**src/hw/lane_cfg_pkg.sv**
```systemverilog
package lane_cfg_pkg;

  // datapath widths
  localparam int ELEM_W = 32;  // one vector element
  localparam int TAG_W  = 4;   // op tag, travels with the result

  // unit latencies
  localparam int MUL_STAGES = 2;   // multiplier pipeline depth
  localparam int DIV_ITERS  = 32;  // one quotient bit per cycle

  // result buffer between lane and writeback
  localparam int QUEUE_DEPTH = 4;

endpackage

```
**src/hw/lane_types_pkg.sv**
```systemverilog
package lane_types_pkg;

  typedef logic [lane_cfg_pkg::ELEM_W-1:0] elem_t;  // one element
  typedef logic [lane_cfg_pkg::TAG_W-1:0]  tag_t;   // op tag

  // which unit takes the op
  typedef enum logic [2:0] {
    ARITH,  // plain alu element
    RED,    // reduction element, alu add
    MUL,    // low half of a*b
    MADD,   // a*b + c
    DIV     // unsigned a/b
  } fu_type_e;

  // alu sub-op, ignored outside ARITH
  typedef enum logic [2:0] {
    ADD,
    SUB,
    AND,
    OR,
    XOR
  } alu_op_e;

  // divider fsm
  typedef enum logic [1:0] {
    IDLE,
    RUN,
    DONE
  } div_state_e;

  // one element op as issued to the lane
  typedef struct packed {
    fu_type_e fu_type;
    alu_op_e  alu_op;
    elem_t    a;
    elem_t    b;
    elem_t    c;      // addend, MADD only
    tag_t     tag;
    logic     last;   // closes a reduction
  } lane_op_t;

  // completed element
  typedef struct packed {
    elem_t value;
    tag_t  tag;
    logic  exception;  // divide by zero
    logic  red;        // fold into the running sum
    logic  last;
  } lane_result_t;

endpackage

```
**src/hw/arithmetic_unit.sv**
```systemverilog
module arithmetic_unit (
  input  logic                         CLK,
  input  logic                         nRST,
  input  logic                         start,
  input  lane_types_pkg::lane_op_t     op,
  output logic                         valid,
  output lane_types_pkg::lane_result_t result
);

  import lane_types_pkg::*;

  elem_t   alu_out;
  alu_op_e eff_op;   // sub-op actually used

  // reductions always add
  assign eff_op = (op.fu_type == RED) ? ADD : op.alu_op;

  always_comb begin
    case (eff_op)
      ADD:     alu_out = op.a + op.b;
      SUB:     alu_out = op.a - op.b;
      AND:     alu_out = op.a & op.b;
      OR:      alu_out = op.a | op.b;
      XOR:     alu_out = op.a ^ op.b;
      default: alu_out = '0;  // unused encodings
    endcase
  end

  always_ff @(posedge CLK or negedge nRST) begin
    if (!nRST) begin
      valid <= 1'b0;
    end else begin
      valid <= start;  // one cycle latency
    end
  end

  // result payload, loaded on start only
  always_ff @(posedge CLK) begin
    if (start) begin
      result.value     <= alu_out;
      result.tag       <= op.tag;
      result.exception <= 1'b0;   // alu never traps
      result.red       <= (op.fu_type == RED);
      result.last      <= op.last;
    end
  end

  // a decoded start needs a clean unit type from the issuer
  start_known_type: assert property (@(posedge CLK) disable iff (!nRST)
    start |-> !$isunknown(op.fu_type))
    else $error("arithmetic_unit started with unknown fu_type");

endmodule

```
**src/hw/divide_unit.sv**
```systemverilog
module divide_unit (
  input  logic                         CLK,
  input  logic                         nRST,
  input  logic                         start,
  input  lane_types_pkg::lane_op_t     op,
  output logic                         valid,
  output lane_types_pkg::lane_result_t result,
  output logic                         busy
);

  import lane_cfg_pkg::*;
  import lane_types_pkg::*;

  localparam int CNT_W = $clog2(DIV_ITERS);

  div_state_e       state;
  logic [CNT_W-1:0] cnt;         // iteration count
  elem_t            divisor;
  elem_t            rem;         // partial remainder
  elem_t            quo;         // dividend shifts out, quotient shifts in
  tag_t             tag_q;
  logic             last_q;
  logic             div_zero;
  logic [ELEM_W:0]  rem_shift;   // remainder with next dividend bit
  logic [ELEM_W:0]  trial;       // rem_shift - divisor

  always_comb begin
    rem_shift = {rem, quo[ELEM_W-1]};
    trial     = rem_shift - {1'b0, divisor};
  end

  always_ff @(posedge CLK or negedge nRST) begin
    if (!nRST) begin
      state <= IDLE;
      cnt   <= '0;
    end else begin
      case (state)
        IDLE: if (start) begin
          state <= RUN;
          cnt   <= '0;
        end
        RUN: begin
          cnt <= cnt + 1'b1;
          if (cnt == CNT_W'(DIV_ITERS - 1)) state <= DONE;  // last bit
        end
        DONE:    state <= IDLE;  // valid shown for one cycle
        default: state <= IDLE;
      endcase
    end
  end

  // datapath, no reset needed
  always_ff @(posedge CLK) begin
    if (state == IDLE && start) begin
      rem      <= '0;
      quo      <= op.a;
      divisor  <= op.b;
      div_zero <= (op.b == '0);
      tag_q    <= op.tag;
      last_q   <= op.last;
    end else if (state == RUN) begin
      if (!trial[ELEM_W]) begin  // fits, keep difference
        rem <= trial[ELEM_W-1:0];
        quo <= {quo[ELEM_W-2:0], 1'b1};
      end else begin             // restore
        rem <= rem_shift[ELEM_W-1:0];
        quo <= {quo[ELEM_W-2:0], 1'b0};
      end
    end
  end

  assign valid            = (state == DONE);
  assign busy             = (state != IDLE);
  assign result.value     = div_zero ? '1 : quo;  // all ones on /0
  assign result.tag       = tag_q;
  assign result.exception = div_zero;
  assign result.red       = 1'b0;
  assign result.last      = last_q;

  // lane must hold off new divides until this one retires
  no_start_busy: assert property (@(posedge CLK) disable iff (!nRST)
    start |-> !busy)
    else $error("divide_unit started while busy");

  // each valid belongs to the start seen DIV_ITERS + 1 edges back
  valid_one_cycle: assert property (@(posedge CLK) disable iff (!nRST)
    valid |-> $past(start, DIV_ITERS + 1))
    else $error("divide_unit valid out of step with its start");

endmodule

```
**src/hw/multiply_unit.sv**
```systemverilog
module multiply_unit (
  input  logic                         CLK,
  input  logic                         nRST,
  input  logic                         start,
  input  lane_types_pkg::lane_op_t     op,
  output logic                         valid,
  output lane_types_pkg::lane_result_t result,
  output logic                         in_flight
);

  import lane_types_pkg::*;

  // stage one registers
  logic  s1_valid;
  elem_t s1_prod;   // low half of a*b
  elem_t s1_c;
  tag_t  s1_tag;
  logic  s1_madd;
  logic  s1_last;

  always_ff @(posedge CLK or negedge nRST) begin
    if (!nRST) begin
      s1_valid <= 1'b0;
      valid    <= 1'b0;
    end else begin
      s1_valid <= start;
      valid    <= s1_valid;  // stage two
    end
  end

  // stage one payload
  always_ff @(posedge CLK) begin
    if (start) begin
      s1_prod <= op.a * op.b;  // truncated to ELEM_W
      s1_c    <= op.c;
      s1_tag  <= op.tag;
      s1_madd <= (op.fu_type == MADD);
      s1_last <= op.last;
    end
  end

  // stage two payload, add c for multiply-add
  always_ff @(posedge CLK) begin
    if (s1_valid) begin
      result.value     <= s1_madd ? s1_prod + s1_c : s1_prod;
      result.tag       <= s1_tag;
      result.exception <= 1'b0;
      result.red       <= 1'b0;
      result.last      <= s1_last;
    end
  end

  assign in_flight = s1_valid | valid;  // either stage occupied

endmodule

```
**src/hw/result_queue.sv**
```systemverilog
module result_queue (
  input  logic                         CLK,
  input  logic                         nRST,
  input  logic                         push,
  input  lane_types_pkg::lane_result_t din,
  input  logic                         pop,
  output lane_types_pkg::lane_result_t head,
  output logic                         empty,
  output logic                         near_full
);

  import lane_cfg_pkg::*;
  import lane_types_pkg::*;

  localparam int PTR_W = $clog2(QUEUE_DEPTH);
  localparam int CNT_W = PTR_W + 1;
  // room kept for multiplies already in the pipe
  localparam int NEAR_LVL = QUEUE_DEPTH - MUL_STAGES - 1;

  lane_result_t     mem [QUEUE_DEPTH];
  logic [PTR_W-1:0] wptr, rptr;
  logic [CNT_W-1:0] count;
  logic             full;

  always_ff @(posedge CLK or negedge nRST) begin
    if (!nRST) begin
      wptr  <= '0;
      rptr  <= '0;
      count <= '0;
    end else begin
      if (push) wptr <= wptr + 1'b1;  // wraps at depth
      if (pop)  rptr <= rptr + 1'b1;
      case ({push, pop})
        2'b10:   count <= count + 1'b1;
        2'b01:   count <= count - 1'b1;
        default: count <= count;  // none or both
      endcase
    end
  end

  always_ff @(posedge CLK) begin
    if (push) mem[wptr] <= din;
  end

  assign head      = mem[rptr];
  assign empty     = (count == '0);
  assign full      = (count == CNT_W'(QUEUE_DEPTH));
  assign near_full = (count > CNT_W'(NEAR_LVL));  // fewer than 3 free

  // busy and drain gating upstream must keep these from happening
  no_overflow: assert property (@(posedge CLK) disable iff (!nRST)
    !(push && full && !pop) && !(pop && empty))
    else $error("result_queue overflow or underflow");

endmodule

```
**src/hw/vector_lane.sv**
```systemverilog
module vector_lane (
  input  logic                         CLK,
  input  logic                         nRST,
  input  logic                         issue,
  input  lane_types_pkg::lane_op_t     op,
  output logic                         res_valid,
  output lane_types_pkg::lane_result_t res,
  output logic                         busy,
  output logic                         mul_wait
);

  import lane_types_pkg::*;

  logic         is_arith, is_mul, is_div;
  logic         start_a, start_m;
  logic         div_start;   // registered, DIV begins one cycle late
  lane_op_t     div_op;      // op held for the late start
  logic         valid_a, valid_m, valid_d;
  lane_result_t res_a, res_m, res_d;
  logic         mul_in_flight;
  logic         div_busy;

  // unit decode
  assign is_arith = (op.fu_type == ARITH) || (op.fu_type == RED);
  assign is_mul   = (op.fu_type == MUL) || (op.fu_type == MADD);
  assign is_div   = (op.fu_type == DIV);

  assign start_a = issue && is_arith;
  assign start_m = issue && is_mul;

  always_ff @(posedge CLK or negedge nRST) begin
    if (!nRST) begin
      div_start <= 1'b0;
    end else begin
      div_start <= issue && is_div;  // one-cycle strobe
    end
  end

  always_ff @(posedge CLK) begin
    if (issue && is_div) div_op <= op;  // operands for the divider
  end

  arithmetic_unit arithmetic_unit_i (
    .CLK    (CLK),
    .nRST   (nRST),
    .start  (start_a),
    .op     (op),
    .valid  (valid_a),
    .result (res_a)
  );

  multiply_unit multiply_unit_i (
    .CLK       (CLK),
    .nRST      (nRST),
    .start     (start_m),
    .op        (op),
    .valid     (valid_m),
    .result    (res_m),
    .in_flight (mul_in_flight)
  );

  divide_unit divide_unit_i (
    .CLK    (CLK),
    .nRST   (nRST),
    .start  (div_start),
    .op     (div_op),
    .valid  (valid_d),
    .result (res_d),
    .busy   (div_busy)
  );

  // at most one unit finishes per cycle, so a plain select is enough
  always_comb begin
    if (valid_m)      res = res_m;
    else if (valid_d) res = res_d;
    else              res = res_a;
  end

  assign res_valid = valid_a | valid_m | valid_d;
  assign mul_wait  = mul_in_flight;
  // pending divide start counts too, else an alu op slips in behind it
  assign busy      = div_start | div_busy | mul_in_flight;

  one_result: assert property (@(posedge CLK) disable iff (!nRST)
    $onehot0({valid_a, valid_m, valid_d}))
    else $error("vector_lane result collision");

endmodule

```
**src/hw/vector_lane_top.sv**
```systemverilog
module vector_lane_top (
  input  logic                         CLK,
  input  logic                         nRST,
  input  logic                         issue,
  input  lane_types_pkg::lane_op_t     op,
  input  logic                         drain,
  output logic                         busy,
  output logic                         mul_wait,
  output logic                         out_valid,
  output lane_types_pkg::lane_result_t out_result
);

  import lane_types_pkg::*;

  logic         res_valid;
  lane_result_t res;
  logic         lane_busy;
  logic         q_pop, q_empty, q_near_full;
  lane_result_t q_head;

  vector_lane vector_lane_i (
    .CLK       (CLK),
    .nRST      (nRST),
    .issue     (issue),
    .op        (op),
    .res_valid (res_valid),
    .res       (res),
    .busy      (lane_busy),
    .mul_wait  (mul_wait)
  );

  result_queue result_queue_i (
    .CLK       (CLK),
    .nRST      (nRST),
    .push      (res_valid),
    .din       (res),
    .pop       (q_pop),
    .head      (q_head),
    .empty     (q_empty),
    .near_full (q_near_full)
  );

  writeback_stage writeback_stage_i (
    .CLK        (CLK),
    .nRST       (nRST),
    .drain      (drain),
    .empty      (q_empty),
    .head       (q_head),
    .pop        (q_pop),
    .out_valid  (out_valid),
    .out_result (out_result)
  );

  assign busy = lane_busy | q_near_full;  // back-pressure from the queue

endmodule

```
**src/hw/writeback_stage.sv**
```systemverilog
module writeback_stage (
  input  logic                         CLK,
  input  logic                         nRST,
  input  logic                         drain,
  input  logic                         empty,
  input  lane_types_pkg::lane_result_t head,
  output logic                         pop,
  output logic                         out_valid,
  output lane_types_pkg::lane_result_t out_result
);

  import lane_types_pkg::*;

  elem_t acc;      // running reduction sum
  elem_t red_sum;  // sum including the head element

  assign pop     = drain && !empty;
  assign red_sum = acc + head.value;

  always_ff @(posedge CLK or negedge nRST) begin
    if (!nRST) begin
      out_valid <= 1'b0;
      acc       <= '0;
    end else begin
      out_valid <= pop;
      if (pop && head.red) begin
        acc <= head.last ? '0 : red_sum;  // restart after last
      end
    end
  end

  // output payload
  always_ff @(posedge CLK) begin
    if (pop) begin
      out_result <= head;
      if (head.red) out_result.value <= red_sum;  // emit sum so far
    end
  end

endmodule

```
**config.mk**
```make
export PLATFORM = sky130hd
export DESIGN_NAME = vector_lane_top
export DESIGN_NICKNAME = d
export VERILOG_FILES = /design/src/hw/lane_cfg_pkg.sv /design/src/hw/lane_types_pkg.sv /design/src/hw/arithmetic_unit.sv /design/src/hw/divide_unit.sv /design/src/hw/multiply_unit.sv /design/src/hw/result_queue.sv /design/src/hw/vector_lane.sv /design/src/hw/vector_lane_top.sv /design/src/hw/writeback_stage.sv
export SDC_FILE = /design/constraint.sdc
export NUM_CORES = 2
export LEC_CHECK = 0
export BUFFER_PORTS_ARGS = -buffer_cell sky130_fd_sc_hd__buf_4
export CAP_MARGIN = 25
export CORE_MARGIN = 2
export CORE_UTILIZATION = 55
export CTS_BUF_LIST = sky130_fd_sc_hd__clkbuf_16
export DETAILED_ROUTE_END_ITERATION = 7
export PLACE_DENSITY = 0.73
export SYNTH_ARGS = -nofsm -noshare
export SYNTH_HDL_FRONTEND = slang
export SYNTH_HIERARCHICAL = 1
export SYNTH_SLANG_ARGS = --single-unit
```
**constraint.sdc**
```tcl
create_clock -name CLK -period 6.8 [get_ports CLK]
set_input_delay 0 -clock CLK [delete_from_list [all_inputs] [get_ports CLK]]
set_output_delay 0 -clock CLK [all_outputs]
set_load 0.05 [all_outputs]
```
; ---- Word level (Yosys, flattened, before mapping)
; Memories as Yosys holds them, arrays and structs flattened.
; Index checks and enable logic that the tools add are counted.
[word_totals]
out_inout_bits = 42
inputBits = 111
latchBits = 0
rom_bits = 0
word_cells = 115
n_memories = 1
regBits = 406
ram_bits = 156
[memory_table]
columns = name, words, word_bits, read_ports, rd_clocked_by_memory_dff, wr, line_no
row1 = result_queue_i.mem, 4, 39, 1, 0, 1, result_queue.sv:20  ; lane_result_t mem [QUEUE_DEPTH];
[classes]
bitwise = 9
n_reduce_logical = 20
div = 0
shift = 0
n_mul = 1
eq_ne = 15
addsub = 10
n_mux = 20
n_lt_le_gt_ge = 1
[op_table]
columns = operator, n
row1 = $mux W32, 7
row2 = $pmux W32 S5, 1
row3 = $add A32 B32 Y32, 3
row4 = $mux W39, 2
row5 = $sub A33 B32 Y33, 1
row6 = $and A32 B32 Y32, 1
row7 = $logic_not A32 Y1, 1
row8 = $mul A32 B32 Y32, 1
row9 = $or A32 B32 Y32, 1
row10 = $sub A32 B32 Y32, 1
row11 = $xor A32 B32 Y32, 1
row12 = $eq A3 B2 Y1 const B, 4
row13 = $pmux W5 S2, 1
row14 = $logic_not A3 Y1, 3
row15 = $reduce_bool A2 Y1, 4
row16 = $eq A3 B1 Y1 const B, 2
row17 = $eq A3 B3 Y1 const B, 2
row18 = $logic_and A1 B1 Y1, 6
row19 = $or A1 B1 Y1, 6
row20 = $pmux W3 S2, 1
row21 = $add A5 B1 Y5 const B, 1
row22 = $eq A5 B5 Y1 const B, 1
row23 = $mux W5, 1
row24 = $add A2 B1 Y2 const B, 2
row25 = other kinds (15), 22

; ---- Longest topological paths before layout
[depth]
word_depth = 5
depth_mapped = 26
mapped_depth_nobuf = 24

; ---- Cells and area by module
; Netlist, hierarchy kept.
[modules_own_cells]
columns = mod, seq_area_each_um2, area_per_inst_um2, instances, cells_each
row1 = multiply_unit, 3263.1, 20988.9, 1, 2151
row2 = divide_unit, 2917.8, 6221.0, 1, 658
row3 = result_queue, 4859.7, 6114.6, 1, 245
row4 = arithmetic_unit, 1166.1, 5681.7, 1, 670
row5 = writeback_stage, 1996.9, 4536.9, 1, 416
row6 = vector_lane, 3238.1, 4103.9, 1, 245
row7 = vector_lane_top, 0.0, 6.3, 1, 1

; ---- Least setup slack after synthesis
; OpenSTA, ideal clock, no wires.
[synth_path]
path_kind = input to register
from = input op[104] (netlist bit)
to = register vector_lane_i.div_start
stages = 1
n_path_buf = 0
arrival_ns = 10.285
path_slack_ns = -4.644
required_ns = 5.640
path_cell_list = nor4bb_1
[synth_via]
elab_chain_len = 2
[synth_lines]
columns = element, line_no
row1 = start: declaration, vector_lane_top.sv:5  ; input lane_types_pkg::lane_op_t op,
row2 = $eq A3 B3 Y1, vector_lane.sv:26  ; assign is_div = (op.fu_type == DIV);
row3 = $logic_and A1 B1 Y1, vector_lane.sv:35  ; div_start <= issue && is_div;
row4 = end signal: assignment, vector_lane.sv:35
row5 = end: declaration, vector_lane.sv:16  ; logic div_start;
; Every way passes these cells.
; A chain may end at the register's enable or synchronous reset.

; ---- Final worst setup path
[layout_path]
from = input op[39] (netlist bit)
to = register vector_lane_i.multiply_unit_i.s1_prod[31], data pin
[layout_via]
elab_chain_len = 1
[layout_lines]
columns = element, line_no
row1 = $mul A32 B32 Y32, multiply_unit.sv:34  ; s1_prod <= op.a * op.b;
row2 = end signal: assignment, multiply_unit.sv:34
row3 = end: declaration, multiply_unit.sv:15  ; elem_t s1_prod;
; Every way passes these cells.

==> reports/qor.yml <==
min_period_ns: 6.62
min_path_type: "in -> reg"
io_pins: 153
row_count: 106
grt_pass1_wl_um: 197000
start_kind: "input port"
wirelength_um: 128000
post_cts_buffers: 0
antenna_found_initial: 3
root_buffer: "clkbuf_16"
htree_levels: 2
tightest_slew_ns: 1.08
drt_iter0_markers: 2952
gp_congestion: 0.944
critPathCaptureType: "flip-flop"
hold_viol: 0
placed_cells: 5522
nets: 5406
die_area_um2: 86900
multi_input_area_um2: 27300
grt-ovfl-total: 0
globalRouteTotalUtil_pct: 29.9
cp_max_fo: 15
clkLatencyLatePin_ns: 0.67
viasPerCell: 5.82
numCtsBuffers: 57
initial_utilization_pct: 55.6
clock-sinks: 562
first_pass_iters: 6
yosysWarnings: 6
worst_hold_slack_ns: 0.0381
grt_max_degree: 80
syn_avg_cell_area_um2: 10.7
num_vias: 33400
path_clk_slew_ns: 0.07
fin_worst_skew_ns: 0.0549
fmax_mhz: 151
worstSetupPathType: "in -> reg"
slew_headroom_pct: 27.2
regArea_um2: 16300
die_h_um: 295
die_x_um: 295
io_buffers: 152
nFillCells: 6685
worstPathRequired_ns: 7.20
syn_to_final_growth_pct: 11.8
arrival_ns: 7.02
first_global_vias: 33800
drive_gt1_share_pct: 12.1
netlist_area_um2: 46500
stdcell_count: 5745
status: "finished, final reports clean"
route.detailed.wl_per_inst_um: 22.3
setup_viol: 0
post-route-drc-count: 0
clock_path_buffers: 3
cts_tree: "yes"
synthCells: 4348
core_um2: 83700
timing.setup.tns_ns: 0
slew_violations: 0
period_share_pct: 97.3
ant_nets: 0
dp_hpwl_um: 93000
drv_cap: 0
sequential cells by signal, indices dropped and copies added (netlist names), 37 cells and up:
register	count
vector_lane_i/arithmetic_unit_i/result	38
writeback_stage_i/out_result	39
result_queue_i/mem	156
vector_lane_i/div_op	69
vector_lane_i/multiply_unit_i/result	37
final cells by class:
class	count	area share [%]
sequential	562	31.3
inverter	540	3.90
tap	1134	2.73
timing repair buffer	351	5.80
clock buffer	57	2.74
clock inverter	51	0.957
antenna	3	0.0144
multi-input combinational	3047	52.5
metal layers:
layer  routed length, um  global-route usage (%)  share of wire [%]
met1               52400                    39.6                 41
met2               61800                    49.7                 48
met3                7850                    3.81                6.1
met4                5900                    12.6                4.6
met5                   0                       0                  0
worst paths after layout:
check,start,to,slack (ns),cells after the start
hold reg to reg,vector_lane_i/div_op[0],vector_lane_i/divide_unit_i/last_q,0.41,0
setup / recovery,op[39],vector_lane_i/multiply_unit_i/s1_prod[31],0.18,22
hold / removal,op[69],vector_lane_i/div_op[69],0.04,2
min in group asynchronous,nRST,result_queue_i/count[2],0.31,3
setup reg to reg,result_queue_i/rptr[1],writeback_stage_i/out_result[35],2.54,11
max in group asynchronous,nRST,result_queue_i/rptr[0],6.03,4
repair_timing:
item / CTS / global route
setup endpoints to repair: 0 / 5
hold buffers: 105 / 2
hold endpoints to repair: 166 / 3
resized for setup: 0 / 13
worst max-delay path, stage by stage:
cell and delay [ns]:
dlygate4sd3_1 0.61, buf_6 0.20, and2_1 0.17, fa_1 0.54
inv_1 0.05, fa_1 0.49, fa_1 0.44, fa_1 0.55
inv_1 0.06, fa_1 0.50, fa_1 0.60, fa_2 0.50
fa_1 0.51, ha_2 0.30, a21o_1 0.20, a21oi_1 0.19
nor2b_1 0.09, a31oi_2 0.20, a31oi_2 0.14, o41ai_2 0.39
o21ai_1 0.14, xnor2_1 0.13
through the flow:
stage	worst slack, ns	cell area (um^2)	utilization [%]
after floorplan	0.385	46500	-
after global placement	0.168	48800	58.3
after detailed placement	0.0378	48800	58.3
after CTS	0.00321	51800	61.9
after global routing	-0.0368	52000	62.1
final	0.181	52000	62.1
layout by cell type (no fill, tap or decap), types with 17 or more instances in the layout:
master,instances
nor2_1,121
inv_1,544
dfxtp_1,32
ha_1,322
a21oi_1,160
nand3_1,43
xor2_1,65
and3_1,20
a21o_1,54
edfxtp_1,479
mux2_2,43
nand2_1,564
a31oi_1,23
buf_4,237
o21ai_0,154
o21ai_1,44
or2_2,38
mux2i_1,80
o21bai_1,17
nor3_1,33
clkbuf_16,57
dfrtp_1,49
xnor2_1,153
a211oi_1,22
o21a_1,18
fa_1,411
a22oi_1,25
nor2b_1,19
a22o_1,26
and2_1,281
mux4_2,38
dlygate4sd3_1,106
Power is left out: the tool's default activity adds up to more than one toggle a clock period on the data nets, which glitch-free logic cannot reach.
